===== config.mk =====
export PLATFORM = sky130hd
export DESIGN_NAME = tlk_link_top
export DESIGN_NICKNAME = d
export VERILOG_FILES = /design/src/source/tlk_pkg.sv /design/src/source/tlk_link_top.sv /design/src/source/tlk_rx_checker.sv /design/src/source/tlk_tx_framer.sv /design/src/source/tlk_word_fifo.sv /design/src/source/tlk_pattern_gen.sv
export SDC_FILE = /design/constraint.sdc
export NUM_CORES = 1
export LEC_CHECK = 0
export BUFFER_PORTS_ARGS = -buffer_cell sky130_fd_sc_hd__buf_2
export CAP_MARGIN = 20
export CORE_ASPECT_RATIO = 2
export CORE_UTILIZATION = 56
export DETAILED_ROUTE_END_ITERATION = 6
export PLACE_DENSITY_LB_ADDON = 0.3
export SETUP_SLACK_MARGIN = 0.5
export SLEW_MARGIN = 20
export SYNTH_ARGS = -nofsm -noshare
export SYNTH_HDL_FRONTEND = slang
export SYNTH_SLANG_ARGS = --single-unit

===== constraint.sdc =====
create_clock -name i_sys_clk_50 -period 3.1 [get_ports i_sys_clk_50]
set_input_delay 0.155 -clock i_sys_clk_50 [delete_from_list [all_inputs] [get_ports i_sys_clk_50]]
set_output_delay 0.155 -clock i_sys_clk_50 [all_outputs]
set_load 0.03 [all_outputs]

===== src/source/tlk_pkg.sv =====
package tlk_pkg;

    // one word on the serializer bus
    typedef logic [15:0] tlk_data_t;

    // frame and error counters
    typedef logic [15:0] tlk_count_t;

    typedef enum logic [2:0] {
        PAT_INCR = 3'd0,    // counting up from zero
        PAT_PRBS = 3'd1,    // lfsr x^16+x^14+x^13+x^11+1
        PAT_ALT  = 3'd2,    // 5555 / aaaa toggle
        PAT_WALK = 3'd3     // walking one
    } tlk_mode_t;

    // generator to framer stream, 21 bits
    typedef struct packed {
        tlk_data_t data;
        logic      last;        // final data word of the frame
        logic      is_final;    // last frame before stop
        tlk_mode_t mode;
    } tlk_word_t;

    typedef enum logic [1:0] {
        GEN_IDLE,
        GEN_RUN,
        GEN_DRAIN   // stop pending, finishing the frame
    } tlk_gen_state_t;

    typedef enum logic [1:0] {
        TX_IDLE,
        TX_SOF,
        TX_DATA,
        TX_EOF
    } tlk_tx_state_t;

    // control words
    localparam tlk_data_t K_IDLE = 16'hBCC5;   // tklsb set
    localparam tlk_data_t K_SOF  = 16'h00FB;   // high byte gets the mode when sent
    localparam tlk_data_t K_EOF  = 16'hFDFD;   // both k flags set

    function automatic tlk_data_t tlk_first_word(input tlk_mode_t mode);
        case (mode)
            PAT_PRBS: return 16'hACE1;
            PAT_ALT:  return 16'h5555;
            PAT_WALK: return 16'h0001;
            default:  return 16'h0000;
        endcase
    endfunction

    function automatic tlk_data_t tlk_next_word(input tlk_mode_t mode, input tlk_data_t cur);
        tlk_data_t nxt;
        case (mode)
            PAT_PRBS: nxt = {cur[14:0], cur[15] ^ cur[13] ^ cur[12] ^ cur[10]};
            PAT_ALT:  nxt = ~cur;
            PAT_WALK: nxt = {cur[14:0], cur[15]};
            default:  nxt = cur + 16'd1;
        endcase
        return nxt;
    endfunction

endpackage

===== src/source/tlk_link_top.sv =====
`timescale 1ns/10ps

module tlk_link_top #(
    parameter int FRAME_LEN  = 8,
    parameter int FIFO_DEPTH = 16
) (
    input  logic                i_sys_clk_50,
    input  logic                i_sys_rstn,
    input  logic                i_start,
    input  logic                i_stop,
    input  tlk_pkg::tlk_mode_t  i_mode,
    output logic                o_stop_ack,
    output tlk_pkg::tlk_data_t  o_txd,
    output logic                o_tkmsb,
    output logic                o_tklsb,
    output logic                o_enable,
    input  tlk_pkg::tlk_data_t  i_rxd,
    input  logic                i_rkmsb,
    input  logic                i_rklsb,
    output tlk_pkg::tlk_count_t o_frame_count,
    output tlk_pkg::tlk_count_t o_err_count
);
    import tlk_pkg::*;

    tlk_word_t gen_word;
    logic      gen_valid;
    logic      fifo_ready;
    tlk_word_t fifo_word;
    logic      fifo_valid;
    logic      tx_ready;

    tlk_pattern_gen #(
        .FRAME_LEN (FRAME_LEN)
    ) u_gen (
        .i_sys_clk_50 (i_sys_clk_50),
        .i_sys_rstn   (i_sys_rstn),
        .i_start      (i_start),
        .i_stop       (i_stop),
        .i_mode       (i_mode),
        .o_word       (gen_word),
        .o_valid      (gen_valid),
        .i_ready      (fifo_ready)
    );

    tlk_word_fifo #(
        .FIFO_DEPTH (FIFO_DEPTH)
    ) u_fifo (
        .i_sys_clk_50 (i_sys_clk_50),
        .i_sys_rstn   (i_sys_rstn),
        .i_word       (gen_word),
        .i_valid      (gen_valid),
        .o_ready      (fifo_ready),
        .o_word       (fifo_word),
        .o_valid      (fifo_valid),
        .i_ready      (tx_ready)
    );

    tlk_tx_framer u_framer (
        .i_sys_clk_50 (i_sys_clk_50),
        .i_sys_rstn   (i_sys_rstn),
        .i_word       (fifo_word),
        .i_valid      (fifo_valid),
        .o_ready      (tx_ready),
        .o_txd        (o_txd),
        .o_tkmsb      (o_tkmsb),
        .o_tklsb      (o_tklsb),
        .o_enable     (o_enable),
        .o_stop_ack   (o_stop_ack)
    );

    // receive side, fed back from the serializer
    tlk_rx_checker #(
        .FRAME_LEN (FRAME_LEN)
    ) u_checker (
        .i_sys_clk_50  (i_sys_clk_50),
        .i_sys_rstn    (i_sys_rstn),
        .i_rxd         (i_rxd),
        .i_rkmsb       (i_rkmsb),
        .i_rklsb       (i_rklsb),
        .o_frame_count (o_frame_count),
        .o_err_count   (o_err_count)
    );

endmodule


===== src/source/tlk_rx_checker.sv =====
`timescale 1ns/10ps

module tlk_rx_checker #(
    parameter int FRAME_LEN = 8
) (
    input  logic                i_sys_clk_50,
    input  logic                i_sys_rstn,
    input  tlk_pkg::tlk_data_t  i_rxd,
    input  logic                i_rkmsb,
    input  logic                i_rklsb,
    output tlk_pkg::tlk_count_t o_frame_count,
    output tlk_pkg::tlk_count_t o_err_count
);
    import tlk_pkg::*;

    // one spare code above FRAME_LEN so overlong frames stay visible
    localparam int CNT_W = $clog2(FRAME_LEN + 2);
    localparam logic [CNT_W-1:0] LEN_VAL = CNT_W'(FRAME_LEN);

    tlk_data_t        rxd_q;
    logic             rkmsb_q;
    logic             rklsb_q;
    logic             is_sof;
    logic             is_eof;
    logic             is_data;
    logic             in_frame;
    logic             bad_q;        // a mismatch was seen in this frame
    logic             mismatch;
    tlk_mode_t        mode_q;
    tlk_data_t        exp_q;        // expected next data word
    logic [CNT_W-1:0] data_cnt;

    // input register
    always_ff @(posedge i_sys_clk_50) begin
        if (!i_sys_rstn) begin
            rkmsb_q <= 1'b0;
            rklsb_q <= 1'b0;
        end else begin
            rkmsb_q <= i_rkmsb;
            rklsb_q <= i_rklsb;
        end
        rxd_q <= i_rxd;
    end

    assign is_sof   = rklsb_q && !rkmsb_q && (rxd_q[7:0] == K_SOF[7:0]);
    assign is_eof   = rklsb_q && rkmsb_q && (rxd_q == K_EOF);
    assign is_data  = !rklsb_q && !rkmsb_q;   // idle fill words carry a k flag
    assign mismatch = in_frame && is_data && (rxd_q != exp_q);

    always_ff @(posedge i_sys_clk_50) begin
        if (!i_sys_rstn) begin
            in_frame      <= 1'b0;
            bad_q         <= 1'b0;
            data_cnt      <= '0;
            o_frame_count <= '0;
            o_err_count   <= '0;
        end else if (is_sof) begin
            in_frame <= 1'b1;
            bad_q    <= 1'b0;
            data_cnt <= '0;
        end else if (in_frame && is_data) begin
            if (data_cnt != '1) begin
                data_cnt <= data_cnt + 1'b1;
            end
            if (mismatch) begin
                bad_q <= 1'b1;
                if (o_err_count != '1) begin
                    o_err_count <= o_err_count + 1'b1;
                end
            end
        end else if (in_frame && is_eof) begin
            in_frame <= 1'b0;
            if (data_cnt != LEN_VAL) begin
                if (o_err_count != '1) begin
                    o_err_count <= o_err_count + 1'b1;
                end
            end else if (!bad_q && o_frame_count != '1) begin
                o_frame_count <= o_frame_count + 1'b1;
            end
        end
    end

    // expected pattern, stepped from itself so one bad word counts once
    always_ff @(posedge i_sys_clk_50) begin
        if (is_sof) begin
            mode_q <= tlk_mode_t'(rxd_q[10:8]);
            exp_q  <= tlk_first_word(tlk_mode_t'(rxd_q[10:8]));
        end else if (in_frame && is_data) begin
            exp_q <= tlk_next_word(mode_q, exp_q);
        end
    end

endmodule


===== src/source/tlk_tx_framer.sv =====
`timescale 1ns/10ps

module tlk_tx_framer (
    input  logic               i_sys_clk_50,
    input  logic               i_sys_rstn,
    input  tlk_pkg::tlk_word_t i_word,
    input  logic               i_valid,
    output logic               o_ready,
    output tlk_pkg::tlk_data_t o_txd,
    output logic               o_tkmsb,
    output logic               o_tklsb,
    output logic               o_enable,
    output logic               o_stop_ack
);
    import tlk_pkg::*;

    tlk_tx_state_t state;
    logic          final_q;     // current frame closes the run

    // words are only pulled during the data phase
    assign o_ready = (state == TX_DATA);

    always_ff @(posedge i_sys_clk_50) begin
        if (!i_sys_rstn) begin
            state      <= TX_IDLE;
            o_txd      <= K_IDLE;
            o_tkmsb    <= 1'b0;
            o_tklsb    <= 1'b1;
            o_enable   <= 1'b0;
            o_stop_ack <= 1'b0;
            final_q    <= 1'b0;
        end else begin
            o_stop_ack <= 1'b0;

            case (state)
                TX_IDLE: begin
                    o_txd   <= K_IDLE;
                    o_tkmsb <= 1'b0;
                    o_tklsb <= 1'b1;
                    if (i_valid) begin
                        state    <= TX_SOF;
                        o_enable <= 1'b1;   // sticky once traffic begins
                    end
                end

                TX_SOF: begin
                    // head word is held, so its mode is stable here
                    o_txd   <= {5'b00000, i_word.mode, K_SOF[7:0]};
                    o_tkmsb <= 1'b0;
                    o_tklsb <= 1'b1;
                    state   <= TX_DATA;
                end

                TX_DATA: begin
                    if (i_valid) begin
                        o_txd   <= i_word.data;
                        o_tkmsb <= 1'b0;
                        o_tklsb <= 1'b0;
                        if (i_word.last) begin
                            final_q <= i_word.is_final;
                            state   <= TX_EOF;
                        end
                    end else begin
                        // fifo ran dry mid frame, fill with idle
                        o_txd   <= K_IDLE;
                        o_tkmsb <= 1'b0;
                        o_tklsb <= 1'b1;
                    end
                end

                TX_EOF: begin
                    o_txd      <= K_EOF;
                    o_tkmsb    <= 1'b1;
                    o_tklsb    <= 1'b1;
                    o_stop_ack <= final_q;  // lines up with the end word
                    final_q    <= 1'b0;
                    state      <= TX_IDLE;
                end

                default: begin
                    o_txd   <= K_IDLE;
                    o_tkmsb <= 1'b0;
                    o_tklsb <= 1'b1;
                    state   <= TX_IDLE;
                end
            endcase
        end
    end

endmodule


===== src/source/tlk_word_fifo.sv =====
`timescale 1ns/10ps

module tlk_word_fifo #(
    parameter int FIFO_DEPTH = 16
) (
    input  logic               i_sys_clk_50,
    input  logic               i_sys_rstn,
    input  tlk_pkg::tlk_word_t i_word,
    input  logic               i_valid,
    output logic               o_ready,
    output tlk_pkg::tlk_word_t o_word,
    output logic               o_valid,
    input  logic               i_ready
);
    import tlk_pkg::*;

    localparam int AW = $clog2(FIFO_DEPTH);

    tlk_word_t   mem [FIFO_DEPTH];
    logic [AW:0] wr_ptr;    // msb is the wrap bit
    logic [AW:0] rd_ptr;
    logic        full;
    logic        empty;
    logic        wr_en;
    logic        rd_en;

    assign empty = (wr_ptr == rd_ptr);
    assign full  = (wr_ptr[AW] != rd_ptr[AW]) && (wr_ptr[AW-1:0] == rd_ptr[AW-1:0]);

    // write refused while full, even with a read in the same cycle
    assign o_ready = !full;
    assign wr_en   = i_valid && !full;

    assign o_valid = !empty;
    assign rd_en   = i_ready && !empty;
    assign o_word  = mem[rd_ptr[AW-1:0]];   // head word, no read latency

    always_ff @(posedge i_sys_clk_50) begin
        if (!i_sys_rstn) begin
            wr_ptr <= '0;
            rd_ptr <= '0;
        end else begin
            if (wr_en) begin
                wr_ptr <= wr_ptr + 1'b1;
            end
            if (rd_en) begin
                rd_ptr <= rd_ptr + 1'b1;
            end
        end
    end

    always_ff @(posedge i_sys_clk_50) begin
        if (wr_en) begin
            mem[wr_ptr[AW-1:0]] <= i_word;
        end
    end

endmodule


===== src/source/tlk_pattern_gen.sv =====
`timescale 1ns/10ps

module tlk_pattern_gen #(
    parameter int FRAME_LEN = 8
) (
    input  logic               i_sys_clk_50,
    input  logic               i_sys_rstn,
    input  logic               i_start,
    input  logic               i_stop,
    input  tlk_pkg::tlk_mode_t i_mode,
    output tlk_pkg::tlk_word_t o_word,
    output logic               o_valid,
    input  logic               i_ready
);
    import tlk_pkg::*;

    localparam int CNT_W = $clog2(FRAME_LEN + 1);
    localparam logic [CNT_W-1:0] LAST_IDX = CNT_W'(FRAME_LEN - 1);

    tlk_gen_state_t   state;
    tlk_mode_t        mode_q;
    tlk_data_t        data_q;
    logic [CNT_W-1:0] word_idx;     // position inside the frame
    logic             last_word;
    logic             take;

    assign o_valid   = (state != GEN_IDLE);
    assign take      = o_valid && i_ready;
    assign last_word = (word_idx == LAST_IDX);

    always_comb begin
        o_word.data     = data_q;
        o_word.last     = last_word;
        o_word.is_final = (state == GEN_DRAIN);   // only the closing frame
        o_word.mode     = mode_q;
    end

    always_ff @(posedge i_sys_clk_50) begin
        if (!i_sys_rstn) begin
            state    <= GEN_IDLE;
            word_idx <= '0;
        end else begin
            case (state)
                GEN_IDLE: begin
                    if (i_start) begin
                        state <= GEN_RUN;
                    end
                end
                GEN_RUN: begin
                    // start is ignored here, stop is held as pending
                    if (i_stop) begin
                        state <= GEN_DRAIN;
                    end
                end
                GEN_DRAIN: begin
                    if (take && last_word) begin
                        state <= GEN_IDLE;
                    end
                end
                default: state <= GEN_IDLE;
            endcase

            if (take) begin
                word_idx <= last_word ? '0 : word_idx + 1'b1;
            end
        end
    end

    // pattern register, restarts at every frame boundary
    always_ff @(posedge i_sys_clk_50) begin
        if (state == GEN_IDLE && i_start) begin
            mode_q <= i_mode;
            data_q <= tlk_first_word(i_mode);
        end else if (take) begin
            data_q <= last_word ? tlk_first_word(mode_q) : tlk_next_word(mode_q, data_q);
        end
    end

endmodule


==> results.json <==
{
  "yosysTopAreaCellShare": 0.578,
  "layout_commonest_cell": "edfxtp_1",
  "hold_viol": 0,
  "cts-buffers-inserted": 41,
  "worstHoldPathType": "input pin to register",
  "worstMarginPinSlew_ns": 1.06,
  "endpoint_kind": "register",
  "switching_share": 0.240,
  "fin_area_mm2": 0.0224,
  "clock_skew_ns": 0.0126,
  "worstPathRequired_ns": 3.57,
  "synth_top_area_cell": "edfxtp_1",
  "diodes": 0,
  "cp-start-kind": "register",
  "synth_nets": 1305,
  "clk_path_buf_depth": 3,
  "cp_num_buf_inv": 1,
  "first_pass_iters": 5,
  "wirelength_um": 46800,
  "synth.cell_area_mm2": 0.0194,
  "p_seq_frac": 0.519,
  "antenna_found_initial": 0,
  "design.core.area_mm2": 0.0342,
  "fin_crit_ns": 2.47,
  "worstPathMaxFanout": 20,
  "htree_num_levels": 2,
  "ys.flop_type": "edfxtp_1",
  "clkPwrFrac": 0.366,
  "cts_setup_buffers": 0,
  "drtIter0Drc": 829,
  "grt_pass1_vias": 12000,
  "p_comb_frac": 0.115,
  "final_util": 0.654,
  "clk_pin_slew_ns": 0.07,
  "detailed_place.area_mm2": 0.0207,
  "overflow": 0,
  "crit_chain": "nand4_1, nor4b_1, nand3_1, o21ai_1, nand3_1, buf_4, or4_1, a21oi_1",
  "hpwl_um": 29900,
  "crit_family": "simple AND/OR/NAND/NOR gates",
  "cpMaxStageDelayCell": "or4_1",
  "multi_input_area_mm2": 0.00596,
  "synthToLayoutAreaGrowth_pct": 15.2,
  "switchingPower_mw": 3.46,
  "internal-power_mw": 11.0,
  "drive_gt1_frac": 0.231,
  "ff_latch_area_mm2": 0.0132,
  "finalCritPeriodShare": 0.797,
  "max_freq_mhz": 405,
  "route.detailed.drc": 0,
  "clock-root-buffer": "clkbuf_16",
  "wire_per_inst_um": 24.9,
  "irDropWorstVdd_v": 0.000512,
  "ys_warn_count": 0,
  "cts_tree": "built",
  "start_util": 0.568,
  "max_slew_margin": 0.289,
  "synthDistinctLibCells": 57,
  "grt.total_usage": 0.272,
  "ios": 77,
  "gp_congestion": 0.893,
  "syn_inst": 1263,
  "slew_viol_final": 0,
  "grt_pass1_wl_um": 71000,
  "power.leakage_nw": 7.37,
  "cp_common_cell": "nand3_1",
  "powerDensity_mw_per_mm2": 645,
  "chipHeight_um": 265,
  "synth_edf_count": 374,
  "rsz0062_at_grt": "true",
  "ys_top_cells_by_area": "edfxtp_1 (58%), mux4_2 (12%), dfxtp_1 (10%)",
  "io_buffers": 76,
  "finalSetupViolations": 0,
  "floorplan.die_area_mm2": 0.0355,
  "clock-sinks": 473,
  "rows": 96,
  "setup_tns_ns": 0,
  "async_flop_share": 0,
  "worstSetupPathType": "register to register",
  "vias": 11700,
  "n_fill_cell": 2415,
  "synth_area_per_cell_um2": 15.4,
  "clock_latency_ns": 0.55,
  "postRouteAntennaNets": 0,
  "grt_max_degree": 38,
  "cp.arrival_ns": 2.94,
  "nets": 1448,
  "fp.dieW_um": 134,
  "cp_slowest_stage_delay_ns": 0.52,
  "status": "finished clean",
  "drv_cap": 0,
  "ys_ff_latch": 473,
  "via_per_inst": 6.23,
  "final_cell_mix": "edfxtp_1 (374), nor2_1 (110), mux4_2 (101), dfxtp_1 (94), nand2_1 (78)",
  "synth_seq_area_share": 0.680
}
[metrics by stage]
step,hold WS (ns),power (mW),instances,setup WS (ns)
after floorplan,0.183,8.59,1263,0.192
after global placement,0.259,9.19,1779,0.498
after detailed placement,0.259,9.23,1779,0.547
after CTS,0.227,14.5,1880,0.531
after global routing,0.235,14.9,1880,0.495
final,0.241,14.4,1880,0.631
[state kept, by name (all words and copies together), names as in the netlist, 2 cells and up, named ones only]
signal                   flops
u_checker.data_cnt           4
u_checker.exp_q             16
u_checker.mode_q             3
u_checker.o_err_count       16
u_checker.o_frame_count     16
u_checker.rxd_q             16
u_fifo.mem                 336
u_fifo.rd_ptr                5
u_fifo.wr_ptr                5
u_framer.o_txd              16
u_framer.state               2
u_gen.data_q                16
u_gen.mode_q                 3
u_gen.state                  2
u_gen.word_idx               4
[synthesized netlist by cell type (all sizes together), types with 5 or more instances]
master / number
buf: 26
or4: 7
nor4: 7
o21ai: 34
a21oi: 62
xnor2: 50
inv: 20
and4: 7
edfxtp: 374
a221oi: 7
clkbuf: 37
nor3: 19
and2: 7
and3: 9
ha: 17
xor2: 17
nor2: 122
o221ai: 5
a31oi: 14
nand2b: 14
o31ai: 7
nand4: 19
mux2i: 11
nand2: 78
nor2b: 16
nand3: 32
mux4: 101
dfxtp: 99
or3: 6
[metal layers]
metal / vias to the layer above / wire (um) / part of all wire / track usage
met4: 0 / 1980 / 0.042 / 0.119
li1: 5170 / - / - / -
met5: - / 0 / 0 / 0
met1: 5934 / 16000 / 0.34 / 0.297
met2: 494 / 26400 / 0.56 / 0.520
met3: 115 / 2380 / 0.051 / 0.0328
[cell type report]
type	instances	area share
clock buffer	54	0.0499
timing repair buffer	163	0.0529
tap	441	0.0247
multi-input combinational	707	0.266
clock inverter	22	0.0117
sequential	473	0.591
inverter	20	0.00335
[cell families after synthesis]
logic type	after synthesis	synth area share
DFF	473	0.680
and+or+nand+nor	353	0.0885
AOI/OAI and AO/OA	154	0.0476
muxes	116	0.125
buffers and inverters	83	0.0178
xor gates and xnor gates	67	0.0302
adders and majority gates	17	0.0109
[final timing paths]
| check | from | to | slack [ns] | cells after the start |
|---|---|---|---|---|
| min | i_rxd[14] | u_checker.rxd_q[14] | 0.24 | 2 |
| min reg2reg | u_framer.o_enable | u_framer.o_enable | 0.45 | 2 |
| max | u_checker.rxd_q[14] | u_checker.o_err_count[15] | 0.63 | 8 |
| max reg2reg | u_checker.rxd_q[14] | u_checker.o_err_count[15] | 0.63 | 8 |
[what timing repair did]
action | 4_1_cts | 5_1_grt
hold buffers | 25 | 0
gates resized for setup | 0 | 5
hold endpoints to repair | 25 | 0
setup endpoints to repair | 0 | 61
[power by group through the flow]
| stage | Combinational [mW] | Sequential (mW) | Clock [mW] |
|---|---|---|---|
| 6_report | 1.66 | 7.48 | 5.28 |
| 2_1_floorplan | 0.858 | 7.73 | 0 |
| 3_3_place_gp | 1.59 | 7.60 | 0 |
| 5_1_grt | 1.79 | 7.51 | 5.61 |
| 4_1_cts | 1.66 | 7.48 | 5.37 |
| 3_5_place_dp | 1.62 | 7.62 | 0 |
Power figures use the tool's default switching activity.
